## src/hdl/oled_pkg.sv

```systemverilog
package oled_pkg;

    // Panel geometry
    localparam int DISPLAY_WIDTH  = 128;                        // Columns
    localparam int DISPLAY_HEIGHT = 64;                         // Rows
    localparam int PAGE_COUNT     = DISPLAY_HEIGHT / 8;         // 8-row pages
    localparam int FB_BYTES       = PAGE_COUNT * DISPLAY_WIDTH; // One byte per page column

    typedef logic [7:0] byte_t;

    // Address is page * 128 + column
    typedef logic [$clog2(FB_BYTES)-1:0] fb_addr_t;

    // SSD1309 command bytes
    localparam byte_t CMD_DISPLAY_OFF     = 8'hAE; // Sleep
    localparam byte_t CMD_ADDR_MODE       = 8'h20; // Followed by mode byte
    localparam byte_t ADDR_MODE_HORIZ     = 8'h00; // Column then page increment
    localparam byte_t CMD_CONTRAST        = 8'h81; // Followed by level byte
    localparam byte_t CONTRAST_LEVEL      = 8'h7F; // Mid scale
    localparam byte_t CMD_NORMAL_MODE     = 8'hA6; // Not inverted
    localparam byte_t CMD_DISPLAY_RAM     = 8'hA4; // Show RAM contents
    localparam byte_t CMD_CHARGE_PUMP     = 8'h8D; // Followed by enable byte
    localparam byte_t CHARGE_PUMP_ENABLE  = 8'h14; // Needed before display on
    localparam byte_t CMD_DISPLAY_ON      = 8'hAF;

    localparam int INIT_LEN = 10;

    // Power-on command list, sent with cmd low
    localparam byte_t INIT_CMDS [INIT_LEN] = '{
        CMD_DISPLAY_OFF,
        CMD_ADDR_MODE,
        ADDR_MODE_HORIZ,
        CMD_CONTRAST,
        CONTRAST_LEVEL,
        CMD_NORMAL_MODE,
        CMD_DISPLAY_RAM,
        CMD_CHARGE_PUMP,
        CHARGE_PUMP_ENABLE,
        CMD_DISPLAY_ON
    };

endpackage

```

## src/hdl/spi_byte_tx.sv

```systemverilog
`timescale 1ns/1ps

module spi_byte_tx import oled_pkg::*; (
    input  logic  clk,
    input  logic  reset,
    input  logic  tx_valid,
    input  byte_t tx_byte,
    input  logic  tx_dc,    // Becomes cmd for the whole byte
    output logic  tx_ready,
    output logic  sclk,     // Panel samples on rising edge
    output logic  sdin,     // MSB first
    output logic  cs,       // Active low
    output logic  cmd       // Low for command, high for pixel data
);

    logic       busy;
    logic [4:0] cnt;    // Counts 0 to 17 from acceptance
    logic [6:0] shreg;  // Bits still to send after the MSB
    logic       accept;

    assign tx_ready = ~busy;
    assign accept   = tx_valid & ~busy;

    // MSB goes to sdin straight from tx_byte at acceptance
    always_ff @(posedge clk) begin
        if (accept) begin
            shreg <= tx_byte[6:0];
        end else if (busy && cnt[0] && cnt < 5'd15) begin
            shreg <= {shreg[5:0], 1'b0}; // Next bit up to [6]
        end
    end

    always_ff @(posedge clk) begin
        if (reset) begin
            busy <= 1'b0;
            cnt  <= '0;
            cs   <= 1'b1;
            sclk <= 1'b0;
            sdin <= 1'b0;
            cmd  <= 1'b0;
        end else if (accept) begin
            busy <= 1'b1;
            cnt  <= '0;
            cs   <= 1'b0;       // Select panel
            sclk <= 1'b0;
            sdin <= tx_byte[7]; // First bit in its low phase
            cmd  <= tx_dc;
        end else if (busy) begin
            cnt <= cnt + 1'b1;
            if (cnt < 5'd15) begin
                if (!cnt[0]) begin
                    sclk <= 1'b1;     // High phase with sdin held
                end else begin
                    sclk <= 1'b0;     // Low phase of next bit
                    sdin <= shreg[6];
                end
            end else if (cnt == 5'd15) begin
                cs   <= 1'b1;         // Forced deselect gap
                sclk <= 1'b0;
                sdin <= 1'b0;
            end else if (cnt == 5'd17) begin
                busy <= 1'b0;         // Ready 18 cycles after acceptance
            end
        end
    end

endmodule

```

## config.mk

```make
export PLATFORM = sky130hd
export DESIGN_NAME = spi_byte_tx
export DESIGN_NICKNAME = d
export VERILOG_FILES = /design/src/hdl/oled_pkg.sv /design/src/hdl/spi_byte_tx.sv
export SDC_FILE = /design/constraint.sdc
export NUM_CORES = 1
export LEC_CHECK = 0
export ABC_AREA = 1
export BUFFER_PORTS_ARGS = -buffer_cell sky130_fd_sc_hd__buf_2
export CAP_MARGIN = 20
export CORE_MARGIN = 2
export CORE_UTILIZATION = 44
export DETAILED_ROUTE_END_ITERATION = 12
export PLACE_DENSITY = 0.7
export SLEW_MARGIN = 30
export SYNTH_ARGS = -nofsm -noshare
export SYNTH_HDL_FRONTEND = slang
export SYNTH_SLANG_ARGS = --single-unit
```

## constraint.sdc

```tcl
create_clock -name clk -period 2.2 [get_ports clk]
set_input_delay 0.11 -clock clk [delete_from_list [all_inputs] [get_ports clk]]
set_output_delay 0.11 -clock clk [all_outputs]
set_load 0.02 [all_outputs]
```

* After elaboration in Yosys (flattened, before gate mapping)
Cells that the tools add are included.
** Storage, ports and cells
- Register bits after elaboration :: 17
- Bits in latches :: 0
- RAM bits :: 0
- Bits in read-only memories :: 0
- Word-level logic and storage cells :: 44
- Memories kept :: 0
** Cells by class
- Add/subtract/negate cells :: 1
- Multipliers :: 0
- Div/mod/pow operators :: 0
- Order comparisons :: 1
- Equal/unequal tests :: 4
- Shifts and indexed selects :: 0
- Multiplexer cells :: 18
- Bitwise operators :: 2
- Reduce and logical (&&, ||, !) cells :: 11
** Operators with widths (count)
- 1-bit 2-to-1 mux :: 16
- 7-bit 2-to-1 mux :: 2
- 2-bit nonzero test :: 4
- 3-bit AND reduction :: 2
- 5-bit by 1-bit adder with 5-bit output (second input constant) :: 1
- 5-bit by 4-bit == test with 1-bit output (second input constant) :: 1
- 5-bit == test (second input constant) :: 1
- 5-bit by 4-bit less-than comparator with 1-bit output (second input constant) :: 1
- 3-bit != test (second input constant) :: 1
- 3-bit nonzero test :: 1
- 1-bit logical AND :: 2
- 2-bit != test (second input constant) :: 1
- 2-bit AND reduction :: 1
- 2-bit OR reduction :: 1
- 1-bit AND :: 1
- 1-bit inverter :: 1

* Depth between registers and ports, before layout
- Depth after elaboration :: 6
- Gate-level depth with buffers :: 12

* Worst setup path before layout
Ideal clock, no wire load.
- Path type :: register -> register
- From :: reg cnt[0]
- To :: reg shreg[0] (enable)
- Library setup time :: 0.381 ns
- Data arrival time :: 1.084 ns
- Path slack :: 0.736 ns
- Stages on the path, launching flop included :: 4
- Path buffers :: 0
- Clock period less this slack :: 1.464 ns
- Cells stage by stage :: dfxtp_1 > nand4_2 > nand2_1 > o21ai_0
** Between the ends
- Word-level cells in the longest chain between the ends :: 3
** Ends and longest elaborated chain
- start, declared :: line spi_byte_tx.sv:17 : logic [4:0] cnt;
- start signal, assigned :: line spi_byte_tx.sv:49 : cnt <= cnt + 1'b1;
- 5-bit by 4-bit less-than comparator with 1-bit output or 1-bit logical AND (tied branches) :: line spi_byte_tx.sv:28 : end else if (busy && cnt[0] && cnt < 5'd15) begin
- 1-bit logical AND * :: line spi_byte_tx.sv:28
- 2-bit nonzero test (no source line) *
- end signal, assigned :: line spi_byte_tx.sv:27 : shreg <= tx_byte[6:0];
- end signal, assigned :: line spi_byte_tx.sv:29 : shreg <= {shreg[5:0], 1'b0};
- end, declared :: line spi_byte_tx.sv:18 : logic [6:0] shreg;
Every way passes the cells marked *; elsewhere a longest branch is shown, timed or not.
A chain may end at the register's enable or synchronous reset.

* Final worst setup path
- From :: reg cnt[0]
- To :: reg sdin
** Between the ends
- Word-level cells in the longest chain between the ends :: 4
** Ends and longest elaborated chain
- 5-bit by 4-bit less-than comparator with 1-bit output :: line spi_byte_tx.sv:50 : if (cnt < 5'd15) begin
- 1-bit 2-to-1 mux :: line spi_byte_tx.sv:50
- 1-bit 2-to-1 mux :: line spi_byte_tx.sv:48 : end else if (busy) begin
- 1-bit 2-to-1 mux :: line spi_byte_tx.sv:41 : end else if (accept) begin
- end signal, assigned :: line spi_byte_tx.sv:46 : sdin <= tx_byte[7];
- end signal, assigned :: line spi_byte_tx.sv:55 : sdin <= shreg[6];
- end, declared :: line spi_byte_tx.sv:11 : output logic sdin,
Parallel ways exist; a longest one is shown, timed or not. The select of a mux whose other input is x is not followed.

==> flow_results.org <==
** Routing
- DRT antenna net count :: 0
- In the final routed layout, each cell accounts on average for 9.57 um.
- After detailed routing, the total wire length is 1420 um.
- Number of design rule violations left after detail routing :: 0
- Via total after detailed routing :: 654
- Drt initial violations :: 3
- Via-per-instance ratio :: 4.42
- Number of detailed-routing iterations run before antenna repair :: 4

** Synth
- Share of synthesized registers carrying an async set or reset :: 0%
- Cell types with the largest area share after synthesis :: edfxtp_1 (24%), dfxtp_1 (23%), nand2_1 (13%), nor2_1 (5.9%), ha_1 (4.2%)
- In this run the biggest area consumer among cell types represents 23.7% of the synthesized area.
- In this run, distinct cell masters in the synthesized netlist total 27.
- By instance count, the leading cell after synthesis is nand2_1.
- Main synth FF type :: dfxtp_1
- Counting instances in the post-synthesis netlist gives the leading cell types as nand2_1 (31), nor2_1 (14), dfxtp_1 (10).
- Part of the Yosys area used for sequential elements :: 46.3%
- When the netlist entered floorplanning its net count stood at 118.
- Summing every instance area after synthesis gives 886 um^2.
- Cell type contributing the most total cell area after synthesis :: edfxtp_1
- Yosys printed 0 warnings.
- Mean instance size in the synthesized netlist :: 8.60 um^2
- EDFF count, synth :: 7
- Number of cells produced by synthesis :: 103
- Counting flops and latches in the post-synthesis netlist gives 17.

** Cells and area
- The number of antenna diodes in the final layout is 0.
- Layout filler cell count :: 205
- Area occupied by registers :: 410 um^2
- Post-layout instance area :: 1010 um^2
- Compared with the post-synthesis result, the final layout area differs by 13.6%.
- The final layout contains 137 nets.
- Share of layout cells above drive strength 1 :: 25.6%
- Area of the multi-input gates :: 389 um^2
- Final instance count without filler cells :: 148
- Final standard cell utilization of the core :: 52.3%

** Power and ir drop
- Lkg Pwr :: 0.486 nW
- Sw Ratio :: 28.4%
- Of the total power, the clock network draws 27.0%.
- VDD sags by at most 0.368 mV.
- The share of total power dissipated in sequential elements is 56.9%.
- Overall power after layout :: 647 uW
- Logic pwr share :: 16.1%
- Cell Pwr Density :: 643 nW/um^2
- In this run the power spent charging and discharging nets is 184 uW.
- Internal power comes to 463 uW.

** Setup path
- Along the worst path, the maximum fanout reaches 6.
- At the worst endpoint, the arrival time is 1.77 ns.
- Setup slack on the worst reg-to-reg path comes out at 0.62 ns.
- Kind of critical path :: flop to flop
- At the worst endpoint, the required time is 2.40 ns.
- STA classifies the critical path startpoint as a flop.
- STA classifies the critical path endpoint as a flop.

** Floorplanning
- Starting utilization of the core area :: 46.1%
- Die ar. :: 2390 um^2
- I/O Pins :: 17
- CORE AREA :: 1920 um^2
- Horizontal extent of the die :: 48.9 um
- Standard-cell row count :: 16
- The floorplan step set the die height to 48.9 um.

** STA
- Setup slack closes at 0.624 ns.
- Setup repair after global routing left no endpoint under its margin.
- The final hold violation count is 0.
- Setup violations remaining at the end of the flow were counted as 0.
- Setup tns final :: 0 ns
- Worst-case headroom to the max-slew limit :: 71.8%
- Of the available clock period, the critical path in the final layout requires 71.6%.
- Minimum period implied by the final worst setup slack :: 1.58 ns
- The max-slew violation count came to 0.
- Peak Freq :: 0.635 GHz
- Clock Skew :: 0.0125 ns
- Hold timing on the final database bottoms out at a slack of 0.0624 ns.
- Worst Max-Slew Pin Slew :: 0.423 ns

** Placed design
- Summing all placed instances gives a cell area of 976 um^2.
- Half-perimeter wire length after detailed placement :: 1110 um
- Placement-stage worst setup slack :: 0.646 ns
- Counting tap cells, the placed design contains a total of 144 instances.
- The congestion estimate from routability-driven global placement came to 0.812.
- During placement, the flow inserted port buffers numbering 16.

** Job
- Max-cap violations in this run came to 0.

** Global route
- The number of antenna violations at the first check in global routing was 0.
- Entering global routing, the biggest net connects 14 pins.
- Overall overflow remaining after global route :: 0
- First-pass GRT wire length :: 2680 um
- Via count of the first global-routing pass :: 642
- Global routing used 14.6% of the available tracks across all layers.

** CTS
- Clock-pin slew was measured on the worst setup and hold paths at 0.11 ns.
- Later-pin clock latency in the skew report :: 0.30 ns
- In this run the number of H-tree levels came out at 1.
- Max clock buf depth :: 2
- The clock net in this run drives a total of 17 sinks.
- Post-CTS setup-driven buffer insertion count :: 0
- Hold buffer count at cts :: 0
- TritonCTS built the clock tree.
- Post-cts gate resize count :: 0
- CTS Root Cell :: clkbuf_4
- Buffers inserted during clock tree synthesis total 3.

** Hold path
- In this run the worst hold path is classified as input pin to flop.

** Outcome
- Run status :: completed
==> state kept, by name, indices dropped and copies added (netlist names) <==
name	count
busy	1
cmd	1
cnt	5
cs	1
sclk	1
sdin	1
shreg	7
==> kinds of logic after synthesis <==
family                   count (synthesis)  synth area share (%)
AO/OA/AOI/OAI                           10                  7.34
buffers and inverters                   15                  9.74
XOR/XNOR                                 1                 0.989
AND/OR/NAND/NOR                         57                  31.4
flip-flops                              17                  46.3
adder cells (fa/ha/maj)                  3                  4.24
==> worst max-delay path, cell delays in order (launching register included) <==
cell	delay, ns
dfxtp_1	0.45
ha_1	0.22
inv_1	0.05
nor2_1	0.11
ha_1	0.17
nand2_1	0.08
inv_1	0.11
nor2_1	0.05
nand2_1	0.06
nand2_1	0.06
nor2_1	0.08
nor2_1	0.05
==> cell usage in the layout, fill, tap and decap left out, types with 3 or more instances in the layout <==
cell type  Yosys  final
inv_1          9      9
nand3_1        3      3
nor2_1        14     14
edfxtp_1       7      7
dfxtp_1       10     10
clkbuf_4       0      3
nand4_1        3      3
ha_1           3      3
buf_2          1     16
nand2_1       31     31
==> routing by layer <==
metal	up-vias	track usage, %	part of all wire [%]
met3	0	6.44	5.5
met4	0	2.86	0
met2	12	23.7	48
met5	-	0	0
li1	365	-	-
met1	277	18.0	46
==> layout make-up <==
type / instances / area share [%]
sequential: 17 / 40.8
clock buffer: 3 / 2.24
timing repair buffer: 17 / 8.71
clock inverter: 1 / 0.746
multi-input combinational: 71 / 38.7
tap: 27 / 3.36
inverter: 12 / 5.47
==> final timing paths <==
path                                           from                  to  depth (start not counted)
worst max register to register  cnt[0]$_SDFFE_PP0P_   sdin$_SDFFE_PP0P_                         11
worst max-delay path            cnt[0]$_SDFFE_PP0P_   sdin$_SDFFE_PP0P_                         11
worst min register to register     cmd$_SDFFE_PP0P_    cmd$_SDFFE_PP0P_                          2
worst min-delay path                     tx_byte[2]  shreg[2]$_DFFE_PP_                          3
==> power groups by stage <==
stage | sequential [mW] | clock (mW) | combinational [mW]
floorplan | 0.377 | 0 | 0.0772
global placement | 0.374 | 0 | 0.104
detailed placement | 0.375 | 0 | 0.106
CTS | 0.368 | 0.185 | 0.106
global route | 0.371 | 0.193 | 0.119
finish | 0.368 | 0.175 | 0.104
No activity file was read; power rests on OpenSTA's default activity.
