## config.mk

```make
export PLATFORM = sky130hd
export DESIGN_NAME = oled_sequencer
export DESIGN_NICKNAME = d
export VERILOG_FILES = /design/src/hdl/oled_pkg.sv /design/src/hdl/oled_sequencer.sv
export SDC_FILE = /design/constraint.sdc
export NUM_CORES = 1
export LEC_CHECK = 0
export BUFFER_PORTS_ARGS = -buffer_cell sky130_fd_sc_hd__buf_4
export CAP_MARGIN = 20
export CORE_MARGIN = 4
export CORE_UTILIZATION = 33
export CTS_CLUSTER_SIZE = 25
export DETAILED_ROUTE_END_ITERATION = 7
export PLACE_DENSITY_LB_ADDON = 0.12
export SLEW_MARGIN = 15
export SYNTH_ARGS = -nofsm -noshare
export SYNTH_HDL_FRONTEND = slang
export SYNTH_SLANG_ARGS = --single-unit
```

## constraint.sdc

```tcl
create_clock -name clk -period 2.1 [get_ports clk]
set_input_delay 0.42 -clock clk [delete_from_list [all_inputs] [get_ports clk]]
set_output_delay 0.42 -clock clk [all_outputs]
set_load 0.01 [all_outputs]
```

## src/hdl/oled_pkg.sv

```systemverilog
package oled_pkg;

    // Panel geometry
    localparam int DISPLAY_WIDTH  = 128;                        // Columns
    localparam int DISPLAY_HEIGHT = 64;                         // Rows
    localparam int PAGE_COUNT     = DISPLAY_HEIGHT / 8;         // 8-row pages
    localparam int FB_BYTES       = PAGE_COUNT * DISPLAY_WIDTH; // One byte per page column

    typedef logic [7:0] byte_t;

    // Address is page * 128 + column
    typedef logic [$clog2(FB_BYTES)-1:0] fb_addr_t;

    // SSD1309 command bytes
    localparam byte_t CMD_DISPLAY_OFF     = 8'hAE; // Sleep
    localparam byte_t CMD_ADDR_MODE       = 8'h20; // Followed by mode byte
    localparam byte_t ADDR_MODE_HORIZ     = 8'h00; // Column then page increment
    localparam byte_t CMD_CONTRAST        = 8'h81; // Followed by level byte
    localparam byte_t CONTRAST_LEVEL      = 8'h7F; // Mid scale
    localparam byte_t CMD_NORMAL_MODE     = 8'hA6; // Not inverted
    localparam byte_t CMD_DISPLAY_RAM     = 8'hA4; // Show RAM contents
    localparam byte_t CMD_CHARGE_PUMP     = 8'h8D; // Followed by enable byte
    localparam byte_t CHARGE_PUMP_ENABLE  = 8'h14; // Needed before display on
    localparam byte_t CMD_DISPLAY_ON      = 8'hAF;

    localparam int INIT_LEN = 10;

    // Power-on command list, sent with cmd low
    localparam byte_t INIT_CMDS [INIT_LEN] = '{
        CMD_DISPLAY_OFF,
        CMD_ADDR_MODE,
        ADDR_MODE_HORIZ,
        CMD_CONTRAST,
        CONTRAST_LEVEL,
        CMD_NORMAL_MODE,
        CMD_DISPLAY_RAM,
        CMD_CHARGE_PUMP,
        CHARGE_PUMP_ENABLE,
        CMD_DISPLAY_ON
    };

endpackage

```

## src/hdl/oled_sequencer.sv

```systemverilog
`timescale 1ns/1ps

module oled_sequencer import oled_pkg::*; #(
    parameter int STARTUP_DELAY = 10_000_000, // Cycles per res phase
    parameter int FRAME_GAP     = 270_000     // Idle cycles between frames
) (
    input  logic     clk,
    input  logic     reset,
    output logic     res,      // Panel reset pin, active low
    output fb_addr_t rd_addr,  // Framebuffer read address
    input  byte_t    rd_data,
    output logic     tx_valid, // Byte offered to serializer
    output byte_t    tx_byte,
    output logic     tx_dc,    // 0 command, 1 data
    input  logic     tx_ready
);

    // Shared delay counter must hold the larger of both delays
    localparam int DLY_MAX = (STARTUP_DELAY > FRAME_GAP) ? STARTUP_DELAY : FRAME_GAP;
    localparam int DLY_W   = $clog2(DLY_MAX + 1);
    localparam int IDX_W   = $clog2(INIT_LEN);

    typedef enum logic [2:0] {
        PRE_RESET,  // res high after power up
        RESETTING,  // res low
        POST_RESET, // res high again before commands
        INIT,
        CLEAR,
        DRAW,
        FRAME_WAIT
    } state_t;

    state_t           state;
    logic [DLY_W-1:0] dly_cnt;
    logic [IDX_W-1:0] init_idx;
    fb_addr_t         byte_cnt;  // Byte index in clear and draw
    logic             sent;
    logic             startup_done;
    logic             gap_done;
    logic             last_byte;

    assign sent         = tx_valid & tx_ready;                  // Handshake this cycle
    assign startup_done = (dly_cnt == DLY_W'(STARTUP_DELAY - 1));
    assign gap_done     = (dly_cnt == DLY_W'(FRAME_GAP - 1));
    assign last_byte    = (byte_cnt == fb_addr_t'(FB_BYTES - 1));

    always_ff @(posedge clk) begin
        if (reset) begin
            state    <= PRE_RESET;
            dly_cnt  <= '0;
            init_idx <= '0;
            byte_cnt <= '0;
            rd_addr  <= '0;          // First frame reads from 0
            res      <= 1'b1;
            tx_valid <= 1'b0;
        end else begin
            case (state)
                PRE_RESET: begin
                    dly_cnt <= dly_cnt + 1'b1;
                    if (startup_done) begin
                        dly_cnt <= '0;
                        res     <= 1'b0; // Pull panel into reset
                        state   <= RESETTING;
                    end
                end
                RESETTING: begin
                    dly_cnt <= dly_cnt + 1'b1;
                    if (startup_done) begin
                        dly_cnt <= '0;
                        res     <= 1'b1; // Release
                        state   <= POST_RESET;
                    end
                end
                POST_RESET: begin
                    dly_cnt <= dly_cnt + 1'b1;
                    if (startup_done) begin
                        dly_cnt  <= '0;
                        init_idx <= '0;
                        state    <= INIT;
                    end
                end
                INIT: begin
                    if (sent) begin
                        tx_valid <= 1'b0;
                        init_idx <= init_idx + 1'b1;
                        if (init_idx == IDX_W'(INIT_LEN - 1)) begin
                            byte_cnt <= '0;
                            state    <= CLEAR;
                        end
                    end else if (!tx_valid) begin
                        tx_valid <= 1'b1;
                        tx_byte  <= INIT_CMDS[init_idx];
                        tx_dc    <= 1'b0; // Command
                    end
                end
                CLEAR: begin
                    if (sent) begin
                        tx_valid <= 1'b0;
                        byte_cnt <= byte_cnt + 1'b1; // Wraps to 0 for draw
                        if (last_byte) begin
                            state <= DRAW;
                        end
                    end else if (!tx_valid) begin
                        tx_valid <= 1'b1;
                        tx_byte  <= '0;   // Blank pixels
                        tx_dc    <= 1'b1;
                    end
                end
                DRAW: begin
                    if (sent) begin
                        tx_valid <= 1'b0;
                        byte_cnt <= byte_cnt + 1'b1;
                        if (last_byte) begin
                            dly_cnt <= '0;
                            state   <= FRAME_WAIT;
                        end
                    end else if (!tx_valid) begin
                        // rd_addr was set at the previous offer, so rd_data is settled
                        tx_valid <= 1'b1;
                        tx_byte  <= rd_data;
                        tx_dc    <= 1'b1;
                        rd_addr  <= rd_addr + 1'b1; // Prefetch next, wraps at frame end
                    end
                end
                FRAME_WAIT: begin
                    // Count only once the last byte has left the serializer
                    if (tx_ready) begin
                        dly_cnt <= dly_cnt + 1'b1;
                        if (gap_done) begin
                            dly_cnt <= '0;
                            state   <= DRAW;
                        end
                    end
                end
                default: state <= PRE_RESET;
            endcase
        end
    end

endmodule

```

## After elaboration in Yosys (flattened, before gate mapping)

Memory sizes are Yosys's and may differ from the RTL's.
Cells that the tools add are included.

- Register bits after elaboration: 62
- Bits in read-only memories: 128
- Bits of input ports: 11
- Output and inout bits: 21
- Word-level logic and storage cells: 110
- Memories kept: 1

Memories:

| name | words | bits a word | rd ports | clocked after Yosys merged registers in | wr ports | line | source |
|---|---|---|---|---|---|---|---|
| (name not given) | 16 | 8 | 1 | 0 | 0 | oled_sequencer.sv:92 | `tx_byte <= INIT_CMDS[init_idx];` |

- Add/subtract/negate cells: 4
- Magnitude comparators: 1
- Equality and inequality tests: 30
- Muxes and demuxes: 43
- Bitwise operators: 5
- Reduce and logical (&&, ||, !) cells: 17

Operators by type and width:

| operator | number |
|---|---|
| 2-to-1 mux 24 bit | 5 |
| one-hot mux 24 bit (3 select lines) | 1 |
| 2-to-1 mux 8 bit | 8 |
| inequality test 2 bit (second input constant) | 19 |
| 2-to-1 mux 3 bit | 11 |
| 2-to-1 mux 10 bit | 3 |
| adder 24 x 1 -> 24 bit (second input constant) | 1 |
| == test 24 x 19 -> 1 bit (second input constant) | 1 |
| == test 24 bit (second input constant) | 1 |
| one-hot mux 8 bit (3 select lines) | 1 |
| one-hot mux 3 bit (7 select lines) | 1 |
| adder 10 x 1 -> 10 bit (second input constant) | 2 |
| one-hot mux 10 bit (2 select lines) | 1 |
| AND reduction 11 bit | 1 |
| == test 10 bit (second input constant) | 1 |
| == test 3 bit (second input constant) | 3 |
| AND reduction 3 bit | 3 |
| 2-to-1 mux 4 bit | 2 |
| one-hot mux 4 bit (2 select lines) | 1 |
| AND reduction 4 bit | 2 |
| AND reduction 8 bit | 1 |
| 2-to-1 mux 1 bit | 7 |
| == test 3 x 2 -> 1 bit (second input constant) | 2 |
| AND reduction 6 bit | 1 |
| 14 further kinds | 21 |

## Longest topological paths before layout

- Word-level depth: 7
- Gate-level depth with buffers: 7
- Depth with buffers taken out: 7

## Worst setup path after synthesis

Ideal clock, no wire load.

- Kind: flip-flop to flip-flop
- Start point: register dly_cnt[13]
- End point: register dly_cnt[22]
- Setup time: 0.122 ns
- Data arrival time: 1.922 ns
- Data required time: 1.978 ns
- Setup slack: 0.056 ns
- Cell stages (with the launch flop): 7
- Path buffers: 1
- Period minus slack after synthesis: 2.044 ns
- Cells stage by stage: dfxtp_1 -> or4_4 -> nor4_4 -> a211oi_2 -> o31ai_4 -> buf_6 -> a21oi_1

- Cells in the longest elaborated chain, start to end: 4
- Elaborated cells between the ends (all ways): 7
- Classes of those cells: add/sub (1); eq/ne (2); mux (4)

Ends and longest elaborated chain:

| what | line | source |
|---|---|---|
| start, declared | oled_sequencer.sv:34 | `logic [DLY_W-1:0] dly_cnt;` |
| start signal, assigned | oled_sequencer.sv:59 | `dly_cnt <= dly_cnt + 1'b1;` |
| start signal, assigned | oled_sequencer.sv:67 | `dly_cnt <= dly_cnt + 1'b1;` |
| start signal, assigned | oled_sequencer.sv:75 | `dly_cnt <= dly_cnt + 1'b1;` |
| adder 24 x 1 -> 24 bit / == test 24 x 19 -> 1 bit (equally long branches) | n/a |  |
| 2-to-1 mux 24 bit | oled_sequencer.sv:129 | `if (gap_done) begin` |
| 2-to-1 mux 24 bit | oled_sequencer.sv:127 | `if (tx_ready) begin` |
| one-hot mux 24 bit (3 select lines) (*) | oled_sequencer.sv:57 | `case (state)` |

Mark *: on every way between the ends. The rest lies on a longest branch, timed or not. The select of a mux whose other input is x is not followed.
A chain may end at the register's enable or synchronous reset.

## Worst setup path in the final report

- Start point: register dly_cnt[13]
- End point: register dly_cnt[19]

Same word-level chain as after synthesis.

==> flow_summary.json <==
{
  "dp_cells": 564,
  "drtIter0Drc": 110,
  "fp.dieArea_um2": 11600,
  "finalSetupViolCount": 0,
  "cpMaxStageDelayCell": "or4_4",
  "rsz0062_at_grt": "true",
  "n_fill_cell": 995,
  "gp_congestion": 0.796,
  "endpoint": "dly_cnt[19]$_SDFFE_PP0P_",
  "dr.pass1.iters": 4,
  "maxCapViolations": 0,
  "syn_avg_cell_area_um2": 8.76,
  "critPathBufInv": 2,
  "post-route-min-period_ns": 2.09,
  "hpwlAfterDp_um": 6090,
  "cp_top_family": "simple AND/OR/NAND/NOR gates",
  "max_stage_delay_ns": 0.54,
  "critPathMaxFanout": 7,
  "regToRegSetupSlack_ns": 0.006,
  "synth_enable_flop_cells": 9,
  "tns_ns": 0,
  "fin_cells": 586,
  "drc": 0,
  "rr_worst_depth": 7,
  "clk_latency_ns": 0.34,
  "synth.most_common_cell": "dfxtp_1",
  "clk_path_buf_depth": 2,
  "die_w_um": 108,
  "rows": 36,
  "num_vias": 3015,
  "grtUsageTotal_pct": 14.6,
  "fin_skew_ns": 0.0109,
  "cts_made_buffers": 9,
  "final_nets": 467,
  "status": "completed",
  "rr_endpoint": "dly_cnt[19]$_SDFFE_PP0P_",
  "area_growth_pct": 30.2,
  "hold_class": "primary input to flip-flop",
  "synthMuxAreaShare_pct": 0.949,
  "cts-root-buf": "clkbuf_8",
  "grt_max_degree": 23,
  "ys_async_sr_fraction_pct": 0,
  "crit_chain": "or4_4 -> nor4_4 -> a222oi_1 -> o31ai_4 -> buf_6 -> buf_12 -> a21oi_2",
  "core-area_um2": 9730,
  "antenna_found_initial": 0,
  "synth-adder-area-share_pct": 3.04,
  "yosysSeqAreaShare_pct": 40.4,
  "drive_gt1_share_pct": 30.0,
  "grt_pass1_wl_um": 13500,
  "ys_types": 63,
  "synth.largest_area_cell": "dfxtp_1",
  "ctsHoldBuffers": 0,
  "irDropWorstVdd_v": 0.000311,
  "ys_warn_count": 0,
  "synth_common_cells": "dfxtp_1 (53), a21oi_1 (35), nand2_1 (35)",
  "wirelength_um": 8470,
  "slew_viol_final": 0,
  "power.total_mw": 2.30,
  "fmax_mhz": 478,
  "min_from": "rd_data[7]",
  "start_util_pct": 33.9,
  "crit_type": "flip-flop to flip-flop",
  "fin_area_um2": 4290,
  "synth_ff_type": "dfxtp_1",
  "power-per-cell-area_nw_per_um2": 537,
  "antennaDiodeCount": 0,
  "synthesis.nets": 395,
  "slew_headroom_pct": 48.9,
  "ff_latch_area_um2": 1340,
  "path_depth": 7,
  "reg2reg_from": "dly_cnt[13]$_SDFFE_PP0P_",
  "clk_pin_slew_ns": 0.07,
  "postRouteAntennaNets": 0,
  "synth_top_area_share_pct": 32.2,
  "wl_per_cell_um": 14.4,
  "arrival_ns": 2.31,
  "multiInputGateArea_um2": 1960,
  "min_period_over_period_pct": 99.7,
  "p_leak_nw": 1.49,
  "vias_per_cell": 5.15,
  "gr-total-overflow": 0,
  "port_buffers": 31,
  "synth-compound-area-share_pct": 17.6,
  "cp-end-kind": "flip-flop",
  "die_y_um": 108,
  "ys_top_cells_by_area": "dfxtp_1 (32%), edfxtp_1 (8.2%), a21oi_1 (5.3%), o21ai_0 (4.3%), nand2_1 (4.0%)",
  "worstSetupStartpointType": "flip-flop",
  "grt_pass1_vias": 2742,
  "max_slew.worst_pin.slew_ns": 0.762,
  "worstPathRequired_ns": 2.32,
  "cp-startpoint": "dly_cnt[13]$_SDFFE_PP0P_",
  "cts_tree": "built",
  "synth-xor-area-share_pct": 6.38,
  "synthCells": 376,
  "syn_area_um2": 3290,
  "pin_count": 32,
  "cts_sinks": 62,
  "ys_ff_latch": 62,
  "yosys.area_share.simple_pct": 27.8,
  "hold_viol_final": 0,
  "synth_top_family_by_area": "simple AND/OR/NAND/NOR gates",
  "htree_levels": 3,
  "place_area_um2": 3900
}
-- sequential cells by signal, indices dropped and copies added, names as in the netlist --
register	flops
dly_cnt	24
byte_cnt	10
rd_addr	10
tx_byte	8
init_idx	4
state	3
res	1
tx_dc	1
tx_valid	1
-- layer usage --
metal	wire length (µm)	up-vias	part of all wire [%]	global-route usage, %
li1	-	1538	-	-
met1	3980	1426	47	18.0
met2	4160	42	49	25.1
met3	246	9	2.9	3.24
met4	74	0	0.87	5.41
met5	0	-	0	0
-- cell families (layout without fill, tap and decap cells) --
logic type,after synthesis,count (layout)
AND/OR/NAND/NOR,162,162
XOR/XNOR,24,24
flip-flops,62,62
multiplexers,3,3
buffers and inverters,24,100
AO/OA/AOI/OAI,93,94
adder cells (fa/ha/maj),8,8
-- worst min-delay path by stage --
| stage | endpoint | slack [ns] | depth (start not counted) |
|---|---|---|---|
| 4_1_cts | tx_byte[2]$_DFFE_PP_ | 0.37 | 3 |
| 6_report | tx_byte[7]$_DFFE_PP_ | 0.39 | 3 |
| 3_3_place_gp | byte_cnt[9]$_SDFFE_PP0P_ | 0.47 | 2 |
| 3_5_place_dp | byte_cnt[9]$_SDFFE_PP0P_ | 0.47 | 2 |
| 5_1_grt | tx_byte[2]$_DFFE_PP_ | 0.37 | 3 |
| 2_1_floorplan | byte_cnt[7]$_SDFFE_PP0P_ | 0.45 | 2 |
-- where the power goes --
group          internal (mW)  switching [mW]
clock network          0.544           0.471
logic                 0.0396          0.0436
registers               1.20         0.00240
-- worst reg2reg max path, cell delays in order, from the launching register on --
cell and delay, ns:
dfxtp_2 0.32, or4_4 0.54, nor4_4 0.29, a222oi_1 0.18, o31ai_4 0.32, buf_6 0.16
buf_12 0.13, a21oi_2 0.04
-- layout make-up --
class	count	area share [%]
clock buffers	10	2.98
clock inverters	6	1.46
inverters	9	0.788
multi-input cells	291	45.7
flip-flops and latches	62	31.2
well taps	133	3.88
repair buffers	75	14.1
-- stage by stage --
| stage | util, % | setup WS, ns | hold slack [ns] |
|---|---|---|---|
| floorplan | - | 0.0561 | 0.454 |
| global placement | 40.0 | -0.0306 | 0.466 |
| detailed placement | 40.1 | -0.0470 | 0.473 |
| CTS | 42.1 | 0.00827 | 0.369 |
| global route | 44.1 | -0.0535 | 0.373 |
| finish | 44.1 | 0.00633 | 0.386 |
-- what timing repair did --
item                       CTS  global route
gates cloned                 0             2
pin swaps                    3            10
setup endpoints to repair   23            30
resized for setup            1            44
buffers inserted             0             5
-- placed cells by master, fill, tap and decap left out, types with 3 or more instances in the layout --
cell type / Yosys / final
xnor2_1: 14 / 14
buf_4: 1 / 70
nor2b_1: 4 / 4
and3_1: 5 / 5
or3_1: 17 / 17
nor2_2: 5 / 6
nor3_1: 6 / 5
a211oi_1: 8 / 8
xor2_1: 10 / 10
inv_1: 9 / 9
and4_2: 4 / 6
and2_1: 3 / 3
ha_1: 8 / 7
dfxtp_1: 53 / 49
a31oi_1: 3 / 3
a21oi_2: 0 / 9
nand2_1: 35 / 35
edfxtp_1: 9 / 9
nor2_1: 29 / 26
nand3_1: 17 / 17
o21ai_0: 28 / 26
clkbuf_8: 1 / 9
a21oi_1: 35 / 26
nand4_1: 10 / 10
dfxtp_2: 0 / 4
No activity file was read; power rests on OpenSTA's default activity.
